### src/logic/rvCorePkg.sv
package rvCorePkg;

    parameter int regAddrWidth = 5;

    // RV32I major opcodes, instr[6:0]
    typedef enum logic [6:0] {
        opLoad   = 7'b0000011,
        opStore  = 7'b0100011,
        opOp     = 7'b0110011,
        opOpImm  = 7'b0010011,
        opBranch = 7'b1100011,
        opJal    = 7'b1101111,
        opJalr   = 7'b1100111,
        opLui    = 7'b0110111,
        opAuipc  = 7'b0010111
    } opcodeT;

    // aluAdd must stay at zero so a cleared ID/EX register computes 0
    typedef enum logic [3:0] {
        aluAdd   = 4'd0,
        aluSub   = 4'd1,
        aluAnd   = 4'd2,
        aluOr    = 4'd3,
        aluXor   = 4'd4,
        aluSll   = 4'd5,
        aluSrl   = 4'd6,
        aluSra   = 4'd7,
        aluSlt   = 4'd8,
        aluSltu  = 4'd9,
        aluPassB = 4'd10
    } aluOpT;

    typedef enum logic [2:0] {
        resAlu     = 3'd0,
        resMem     = 3'd1,
        resPcPlus4 = 3'd2 // link value for jal/jalr
    } resultSrcT;

    typedef enum logic [2:0] {
        immI = 3'd0,
        immS = 3'd1,
        immB = 3'd2,
        immU = 3'd3,
        immJ = 3'd4
    } immSrcT;

endpackage
### src/logic/instrDecoder.sv
`timescale 1ns/1ns

module instrDecoder
    import rvCorePkg::*;
(
    input  logic [31:0] instr,
    output logic        regWrite,
    output logic        memWrite,
    output logic        jump,
    output logic        jumpReg,
    output logic        branch,
    output logic        aluSrcA,
    output logic        aluSrcB,
    output resultSrcT   resultSrc,
    output aluOpT       aluOp,
    output immSrcT      immSrc
);

    opcodeT      opcode;
    logic [2:0]  funct3;
    logic        funct7b5;
    aluOpT       funcOp;

    assign opcode   = opcodeT'(instr[6:0]);
    assign funct3   = instr[14:12];
    assign funct7b5 = instr[30];

    // ALU op for OP and OP-IMM, chosen by funct3
    always_comb
    begin
        case (funct3)
            3'b000:  funcOp = (opcode == opOp && funct7b5) ? aluSub : aluAdd; // addi has no sub
            3'b001:  funcOp = aluSll;
            3'b010:  funcOp = aluSlt;
            3'b011:  funcOp = aluSltu;
            3'b100:  funcOp = aluXor;
            3'b101:  funcOp = funct7b5 ? aluSra : aluSrl;
            3'b110:  funcOp = aluOr;
            default: funcOp = aluAnd;
        endcase
    end

    always_comb
    begin
        // bubble unless the opcode is known
        regWrite  = 1'b0;
        memWrite  = 1'b0;
        jump      = 1'b0;
        jumpReg   = 1'b0;
        branch    = 1'b0;
        aluSrcA   = 1'b0;
        aluSrcB   = 1'b0;
        resultSrc = resAlu;
        aluOp     = aluAdd;
        immSrc    = immI;
        case (opcode)
            opOp:
            begin
                regWrite = 1'b1;
                aluOp    = funcOp;
            end
            opOpImm:
            begin
                regWrite = 1'b1;
                aluSrcB  = 1'b1;
                aluOp    = funcOp;
            end
            opLoad:
            begin
                regWrite  = 1'b1;
                aluSrcB   = 1'b1;
                resultSrc = resMem;
            end
            opStore:
            begin
                memWrite = 1'b1;
                aluSrcB  = 1'b1;
                immSrc   = immS;
            end
            opBranch:
            begin
                branch = 1'b1;
                aluOp  = aluSub;
                immSrc = immB;
            end
            opJal, opJalr:
            begin
                regWrite  = 1'b1;
                jump      = 1'b1;
                jumpReg   = (opcode == opJalr);
                aluSrcA   = 1'b1;
                aluSrcB   = 1'b1;
                resultSrc = resPcPlus4;
                immSrc    = (opcode == opJal) ? immJ : immI;
            end
            opLui:
            begin
                regWrite = 1'b1;
                aluSrcB  = 1'b1;
                aluOp    = aluPassB;
                immSrc   = immU;
            end
            opAuipc:
            begin
                regWrite = 1'b1;
                aluSrcA  = 1'b1;
                aluSrcB  = 1'b1;
                immSrc   = immU;
            end
            default: ;
        endcase
    end

endmodule

### config.mk
export PLATFORM = sky130hd
export DESIGN_NAME = instrDecoder
export DESIGN_NICKNAME = d
export VERILOG_FILES = /design/src/logic/rvCorePkg.sv /design/src/logic/instrDecoder.sv
export SDC_FILE = /design/constraint.sdc
export NUM_CORES = 1
export LEC_CHECK = 0
export ABC_AREA = 1
export BUFFER_PORTS_ARGS = -buffer_cell sky130_fd_sc_hd__buf_2
export CORE_AREA = 3 3 40 42
export DETAILED_ROUTE_END_ITERATION = 8
export DIE_AREA = 0 0 43 45
export PLACE_DENSITY = 0.66
export SYNTH_ARGS = -nofsm -noshare
export SYNTH_HDL_FRONTEND = slang
export SYNTH_SLANG_ARGS = --single-unit
### constraint.sdc
create_clock -name vclk -period 1
set_input_delay 0.1 -clock vclk [all_inputs]
set_output_delay 0.1 -clock vclk [all_outputs]
set_load 0.03 [all_outputs]
# Word-level counts from Yosys, hierarchy flattened
# Index checks and enable logic that the tools add are counted.
# word_totals
register_bits,0
mem_bits_rw,0
latch_bits,0
input_bits,32
romBits,0
memories,0
output_inout_bits,17
# op_classes
n_reduce_logical,8
order_cmp,0
bitwise,0
mul,0
n_mux,14
n_eq_ne,15
n_shift,0
add_sub_neg,0
div_mod_pow,0
# op_table
operator,n
$pmux 4 s7,1
$eq 7x6->1 const B,3
$eq 7x7->1 const B,3
$eq 7x5->1 const B,2
$reduce_or 7->1,2
$pmux 3 s4,1
$pmux 4 s3,1
$eq 3x3->1 const B,3
$mux 1,9
$eq 7x2->1 const B,1
$eq 3x2->1 const B,2
$reduce_or 2->1,3
$pmux 2 s2,1
$eq 3x1->1 const B,1
$logic_not 3->1,1
$mux 3,1
$reduce_or 3->1,1
$logic_and 1x1->1,1

# Depth between registers and ports, before layout
# Gate-level depths: netlist (run 1).
# logic_depth
depth_word,5
depth_mapped,8
depth_no_buf,8

# Least setup slack after synthesis (run 1)
# OpenSTA, ideal clock, no wires.
# synth_timing
path_type,input to output
startpoint,in instr[0]
endpoint,out aluOp[3]
setup_slack_ns,-0.295
required_ns,0.900
arrival_time_ns,1.195
stages,6
path_buffers,0
path_cell_list,nand2_1 > inv_1 > nand2_2 > inv_1 > nand2_1 > o31ai_1
# synth_via
elab_chain_len,3
# synth_rtl
item,line_no,rtl
"start, declared",instrDecoder.sv:6,"input logic [31:0] instr,"
$eq 7x6->1 / $eq 7x5->1 (equally long branches),instrDecoder.sv:56,case (opcode)
$reduce_or 2->1 (no line),--,
$pmux 4 s3 (*),instrDecoder.sv:56,
"end, declared",instrDecoder.sv:15,"output aluOpT aluOp,"
# Mark *: on every way between the ends. The rest lies on a longest branch, timed or not.

# Final worst setup path (run 1)
# layout_timing
startpoint,in instr[4]
endpoint,out immSrc[2]
# layout_via
elab_chain_len,3
# layout_rtl
item,line_no,rtl
$eq 7x7->1 (tied with other cells),"instrDecoder.sv:56, instrDecoder.sv:94",
$mux 3 / $reduce_or 2->1 (equally long branches),--,
$pmux 3 s4 (*),instrDecoder.sv:56,
"end, declared",instrDecoder.sv:16,output immSrcT immSrc
# Marked as above.

==> flow_summary.ini, run 1 <==
[sta]
timing.fmax_mhz = 983.4
layout_setup_ws_ps = -16.85
rsz0062_at_grt = true
tns_ps = -49.12
hold_viol = 0
slew_viol_final = 0
setup_viol = 4
period_share = 1.017
period_minus_slack_ps = 1017

[critical_path]
crit_required_ps = 900
crit_path_end_kind = output pin
cp_max_fo = 4
critical_path_class = in -> out
cp-start-kind = primary input
crit_arrival_ps = 920

[cells_and_area]
drive_gt1_frac = 0.7525
multiInputGateArea_um2 = 342.8
fin_area_um2 = 793.3
syn_to_final_growth_pct = 174.5
area.sequential_um2 = 0
fill_cells = 121
diodes = 0
seq_cells = 0
finalNetCount = 135
clkbuf_count = 0

[die]
rows = 13
die_h_um = 45
dieArea_mm2 = 0.001935
start_util = 0.2249
dieWidth_um = 43
coreArea_mm2 = 0.001285
io_pins = 49

[placement]
port_buffers = 27
place_congestion = 0.7209
post-dp-hpwl_um = 853.5
placed_area_um2 = 551.8

[grt]
grt_pass1_wl_um = 1773
antenna_found_initial = 0
grt_overflow = 0
grt_max_degree = 8
grt_pass1_vias = 442
track_usage = 0.1138

[power]
leakagePower_nw = 0.4483
power_density_mw_per_mm2 = 284.2
vdd_drop_max_uv = 165.0

[drt]
antenna_left = 0
viasPerCell = 4.319
vias = 501
remaining_drc_errors = 0
initialDrtViolationCount = 3
avgRoutedWirePerCell_um = 10.28
wl_um = 1193
drtPass1Iterations = 3

[logic_synthesis]
synth_top_area_frac = 0.2078
synth.distinct_cells = 18
synthSimpleGateAreaFrac = 0.6797
synth_fa_ha_area_frac = 0
synth_top_family_by_area = simple AND/OR/NAND/NOR gates
syn_inst = 61
synth_fp_nets = 93
avgSynthCellArea_um2 = 4.738
synth_xor_area_frac = 0
synth_area_um2 = 289.0
yosysTopAreaCell = nand2_1
synth_compound_area_frac = 0.08658
yosys_warnings = 0
synth_mux_area_frac = 0
synthTopCellsByArea = nand2_1 (21%), inv_1 (17%), nand3_1 (10%)
synth_common_cells = nand2_1 (16), inv_1 (13), nor2_1 (8)
yosysMostFrequentCell = nand2_1
yosysSeqAreaShare = 0

[status]
outcome = finished, violations left
violations = setup timing

[flow_run]
cap_violations = 0

[min_path]
hp-class = in -> out
-- worst paths after layout --
check	depth (start not counted)	start	slack (ps)	end
hold / removal	3	instr[3]	460	jumpReg
setup / recovery	9	instr[4]	-20	immSrc[2]
-- placed cells by master (no fill, tap or decap), types with 4 or more instances in the layout --
master,synthesis,final
inv_4,0,4
nand2_1,16,8
nand2_4,1,5
buf_6,0,16
nor2_2,3,4
buf_2,0,6
nor2_1,8,4
buf_4,1,17
nand2_2,1,5
nand3_1,6,5
nor2_4,1,4
inv_1,13,5
inv_2,2,5
-- timing repair --
action,CTS,global route
setup endpoints to repair,13,14
buffers inserted,1,1
resized for setup,31,45
hold buffers,0,0
pin swaps,8,15
-- worst max-delay path, cell delays in order --
cell and delay, ps:
buf_8 110, inv_6 50, nand2_2 40, inv_2 70, nand2_4 70, nor2_4 140
inv_2 70, nor2_1 100, buf_4 160
-- metrics by stage --
stage	utilization	worst slack (ps)	power (mW)	hold WS, ps	instances
4_1_cts	0.5122	-36.06	0.1904	478.5	115
5_1_grt	0.6173	-104.6	0.2450	471.2	116
3_3_place_gp	0.4294	-115.8	0.1530	497.4	114
3_5_place_dp	0.4294	-146.4	0.1547	500.5	114
2_1_floorplan	-	-154.8	0.07423	244.7	61
6_report	0.6173	-16.85	0.2255	455.2	116
-- layout make-up --
| class | instances | area share |
|---|---|---|
| multi-input combinational | 45 | 0.4322 |
| timing repair buffer | 41 | 0.4543 |
| inverter | 15 | 0.08991 |
| tap | 15 | 0.02366 |
-- routing by layer --
layer	up-vias	wire [um]	track usage
met1	219	397	0.1364
met5	-	0	0
met4	0	0	0
met2	14	719	0.2395
met3	0	76	0
li1	268	-	-
-- power by group --
group	internal, mW	switching, mW	total [mW]
combinational	0.105	0.121	0.225
clock	0	0	0
sequential	0	0	0
total	0.105	0.121	0.225
-- kinds of logic after synthesis --
family / Yosys count
other: 1
AND/OR/NAND/NOR: 40
AO/OA/AOI/OAI: 4
buffers and inverters: 16
No activity file was read; power rests on OpenSTA's default activity.
==> run 2, diff against run 1 <==
--- a/config.mk
+++ b/config.mk
@@ -7,9 +7,9 @@
 export LEC_CHECK = 0
 export ABC_AREA = 1
 export BUFFER_PORTS_ARGS = -buffer_cell sky130_fd_sc_hd__buf_2
-export CORE_AREA = 3 3 40 42
+export CORE_AREA = 8 8 45 47
 export DETAILED_ROUTE_END_ITERATION = 8
-export DIE_AREA = 0 0 43 45
+export DIE_AREA = 0 0 53 55
 export PLACE_DENSITY = 0.66
 export SYNTH_ARGS = -nofsm -noshare
 export SYNTH_HDL_FRONTEND = slang
==> flow_summary.ini, run 2 (synthesis results as in run 1) <==
[status]
outcome = finished, violations left
violations = setup timing

[critical_path]
crit_arrival_ps = 930
cp_max_fo = 4
crit_path_end_kind = output pin
crit_required_ps = 900
critical_path_class = in -> out
cp-start-kind = primary input

[die]
dieArea_mm2 = 0.002915
start_util = 0.2089
die_h_um = 55
io_pins = 49
coreArea_mm2 = 0.001384
dieWidth_um = 53
rows = 14

[drt]
drtPass1Iterations = 2
viasPerCell = 4.339
avgRoutedWirePerCell_um = 12.14
remaining_drc_errors = 0
wl_um = 1469
initialDrtViolationCount = 3
antenna_left = 0
vias = 525

[placement]
post-dp-hpwl_um = 1052
placed_area_um2 = 560.5
port_buffers = 27
place_congestion = 0.7409

[sta]
slew_viol_final = 0
hold_viol = 0
period_share = 1.028
timing.fmax_mhz = 972.5
rsz0062_at_grt = true
setup_viol = 5
period_minus_slack_ps = 1028
layout_setup_ws_ps = -28.32

[cells_and_area]
syn_to_final_growth_pct = 206.5
final_util = 0.6401
final_cell_mix = buf_6 (19), buf_4 (17), nor2_4 (9), nand2_1 (8), buf_2 (7)
clkbuf_count = 0
diodes = 0
area.sequential_um2 = 0
fin_area_um2 = 885.9
seq_cells = 0
final_common_cell = buf_6
drive_gt1_frac = 0.8190
finalNetCount = 139

[grt]
antenna_found_initial = 0
grt_overflow = 0
grt_pass1_wl_um = 2214
grt_pass1_vias = 523
track_usage = 0.09433
grt_max_degree = 8

[clock_tree]
postCtsHoldBufs = 0

[flow_run]
cap_violations = 0

[power]
power_density_mw_per_mm2 = 285.8
leakagePower_nw = 0.4861
vdd_drop_max_uv = 130.5

[min_path]
hp-class = in -> out
==> run 2: per-stage QoR <==
step / setup slack, ps / instances / total power, mW / setup TNS [ps] / hold slack, ps
after floorplan: -154.8 / 61 / 0.07423 / -641.5 / 244.7
after global placement: -110.2 / 116 / 0.1569 / -570.4 / 498.8
after detailed placement: -161.4 / 116 / 0.1600 / -776.8 / 505.5
after CTS: -40.62 / 118 / 0.2043 / -54.86 / 478.9
after global routing: -76.22 / 121 / 0.2695 / -477.8 / 547.7
final: -28.32 / 121 / 0.2531 / -46.40 / 540.7
==> run 2: where the power goes <==
part | leakage [nW] | switching (mW) | internal [mW]
Clock | 0 | 0 | 0
Sequential | 0 | 0 | 0
Combinational | 0.486 | 0.134 | 0.119
==> run 2: layout make-up <==
cell class	instances	area, um2
tap	16	20.02
inverter	15	71.32
fill	116	498.0
timing repair buffer	45	406.6
multi-input combinational	45	387.9
==> run 2: final timing paths <==
path                        to  depth (start not counted)  startpoint
worst max-delay path  aluOp[0]                          9    instr[3]
worst min-delay path   jumpReg                          4    instr[3]
==> run 2: what timing repair did <==
item,4_1_cts,5_1_grt
pin swaps,9,14
setup buffers,2,3
gates resized for setup,39,50
endpoints found under the setup margin,12,13
==> run 2: metal layers <==
layer / track usage / vias up / share of wire
met5: 0 / - / 0
met4: 0 / 0 / 0
met3: 0.02674 / 0 / 0.078
met2: 0.2012 / 14 / 0.58
met1: 0.09063 / 237 / 0.35
li1: - / 274 / -
==> run 2: critical path, cell delays in order <==
cell and delay, ps:
buf_8 100, nor2_4 110, nand2_4 90, nor2_4 120
nand3_2 80, nand3_2 80, nand2_2 60, nand2_2 60
buf_6 130
==> run 3, diff against run 2 <==
--- a/config.mk
+++ b/config.mk
@@ -5,12 +5,11 @@
 export SDC_FILE = /design/constraint.sdc
 export NUM_CORES = 1
 export LEC_CHECK = 0
-export ABC_AREA = 1
 export BUFFER_PORTS_ARGS = -buffer_cell sky130_fd_sc_hd__buf_2
 export CORE_AREA = 8 8 45 47
 export DETAILED_ROUTE_END_ITERATION = 8
 export DIE_AREA = 0 0 53 55
-export PLACE_DENSITY = 0.66
+export PLACE_DENSITY = 0.69
 export SYNTH_ARGS = -nofsm -noshare
 export SYNTH_HDL_FRONTEND = slang
 export SYNTH_SLANG_ARGS = --single-unit
==> flow_summary.ini, run 3 <==
[sta]
hold_viol = 0
timing.fmax_mhz = 852.0
setup_viol = 12
layout_setup_ws_ps = -173.7
period_minus_slack_ps = 1174
slew_viol_final = 0
rsz0062_at_grt = true
period_share = 1.174

[drt]
viasPerCell = 5.063
wl_um = 1788
antenna_left = 0
remaining_drc_errors = 0
vias = 567
drtPass1Iterations = 4
initialDrtViolationCount = 6
avgRoutedWirePerCell_um = 15.96

[placement]
dp.cells = 104
post-dp-hpwl_um = 1127
dpl_worst_slack_ps = -228.1
place_congestion = 0.8237
port_buffers = 27
placed_area_um2 = 669.4

[logic_synthesis]
synth_common_cells = a21oi_1 (5), nor2_1 (4), inv_1 (3)
synth_fp_nets = 81
synthTopCellsByArea = a21oi_1 (7.7%), nand4b_2 (4.6%), nor2_1 (4.6%)
synthSimpleGateAreaFrac = 0.6038
syn_inst = 49
synth.distinct_cells = 34
synth_xor_area_frac = 0
synth_area_um2 = 325.3
synth_compound_area_frac = 0.2192
avgSynthCellArea_um2 = 6.639
yosysSeqAreaShare = 0
synth_fa_ha_area_frac = 0
synth_top_family_by_area = simple AND/OR/NAND/NOR gates
yosysMostFrequentCell = a21oi_1
synth_top_area_frac = 0.07692
yosys_warnings = 0
synth_mux_area_frac = 0.03077
yosysTopAreaCell = a21oi_1

[critical_path]
crit_arrival_ps = 1070
crit_path_end_kind = output pin
cp_slowest_cell = or3_4
cpPeakStageDelay_ps = 450
crit_buf_inv = 2
crit_required_ps = 900
cp-startpoint = instr[3]
crit_chain = buf_8 > or3_4 > nor4b_4 > buf_6
cp_max_fo = 4
cp_top_family = simple AND/OR/NAND/NOR gates
cp-start-kind = primary input
critical_path_class = in -> out

[grt]
track_usage = 0.1128
grt_max_degree = 8
grt_pass1_vias = 581
grt_overflow = 0
antenna_found_initial = 0
grt_pass1_wl_um = 2684

[power]
vdd_drop_max_uv = 195.3
seqPwrFrac = 0
power_frac_clock = 0
total_power_mw = 0.3321
power_density_mw_per_mm2 = 326.1
leakagePower_nw = 0.4429
p_int_mw = 0.1682
p_switching_mw = 0.1639
combinationalPowerShare = 1.000
swShare = 0.4935

[cells_and_area]
diodes = 0
finalNetCount = 130
final_cells = 112
syn_to_final_growth_pct = 213.1
clkbuf_count = 0
final_util = 0.7360
fin_area_mm2 = 0.001018
drive_gt1_frac = 0.8750
final_common_cell = buf_6
fill_cells = 99
seq_cells = 0
area.sequential_um2 = 0
multiInputGateArea_um2 = 483.0
final_cell_mix = buf_6 (24), buf_4 (19), buf_2 (4)

[min_path]
worstHoldStart = instr[5]
hp-class = in -> out

[die]
dieArea_mm2 = 0.002915
coreArea_mm2 = 0.001384
dieWidth_um = 53
rows = 14
io_pins = 49
start_util = 0.2351
die_h_um = 55

[status]
violations = setup timing
outcome = finished, violations left

[clock_tree]
postCtsHoldBufs = 0

[flow_run]
cap_violations = 0
[run 3: power by group through the flow]
stage | Sequential (mW) | Clock, mW | Combinational, mW
global placement | 0 | 0 | 0.208
detailed placement | 0 | 0 | 0.211
floorplan | 0 | 0 | 0.123
CTS | 0 | 0 | 0.293
finish | 0 | 0 | 0.332
global route | 0 | 0 | 0.351
[run 3: repair_timing]
action,4_1_cts,5_1_grt
pin swaps,15,8
setup endpoints to repair,15,16
resized for setup,57,19
setup buffers,7,3
[run 3: kinds of logic after synthesis]
group / Yosys count
multiplexers: 1
other: 1
AND/OR/NAND/NOR: 27
buffers and inverters: 8
AO/OA/AOI/OAI: 12
[run 3: worst paths after layout]
check	cells past startpoint	endpoint	slack, ps
worst min-delay path	3	aluSrcA	510
worst max-delay path	4	memWrite	-170
[run 3: per-layer routing]
metal,vias up,share of wire,GRT usage
met5,-,0,0
met4,0,0,0
met3,0,0.049,0.01070
met2,15,0.59,0.2402
met1,280,0.36,0.1207
li1,272,-,-
[run 3: cell type report]
type,count,area share
repair buffers,51,0.4889
multi-input cells,41,0.4742
well taps,16,0.01966
inverters,4,0.01720
[run 3: stage by stage]
| step | TNS, ps | hold slack (ps) |
|---|---|---|
| after global placement | -1989 | 568.5 |
| after detailed placement | -2130 | 576.9 |
| after CTS | -849.5 | 556.9 |
| final | -1064 | 513.6 |
| after global routing | -1577 | 524.3 |
| after floorplan | -806.3 | 238.8 |
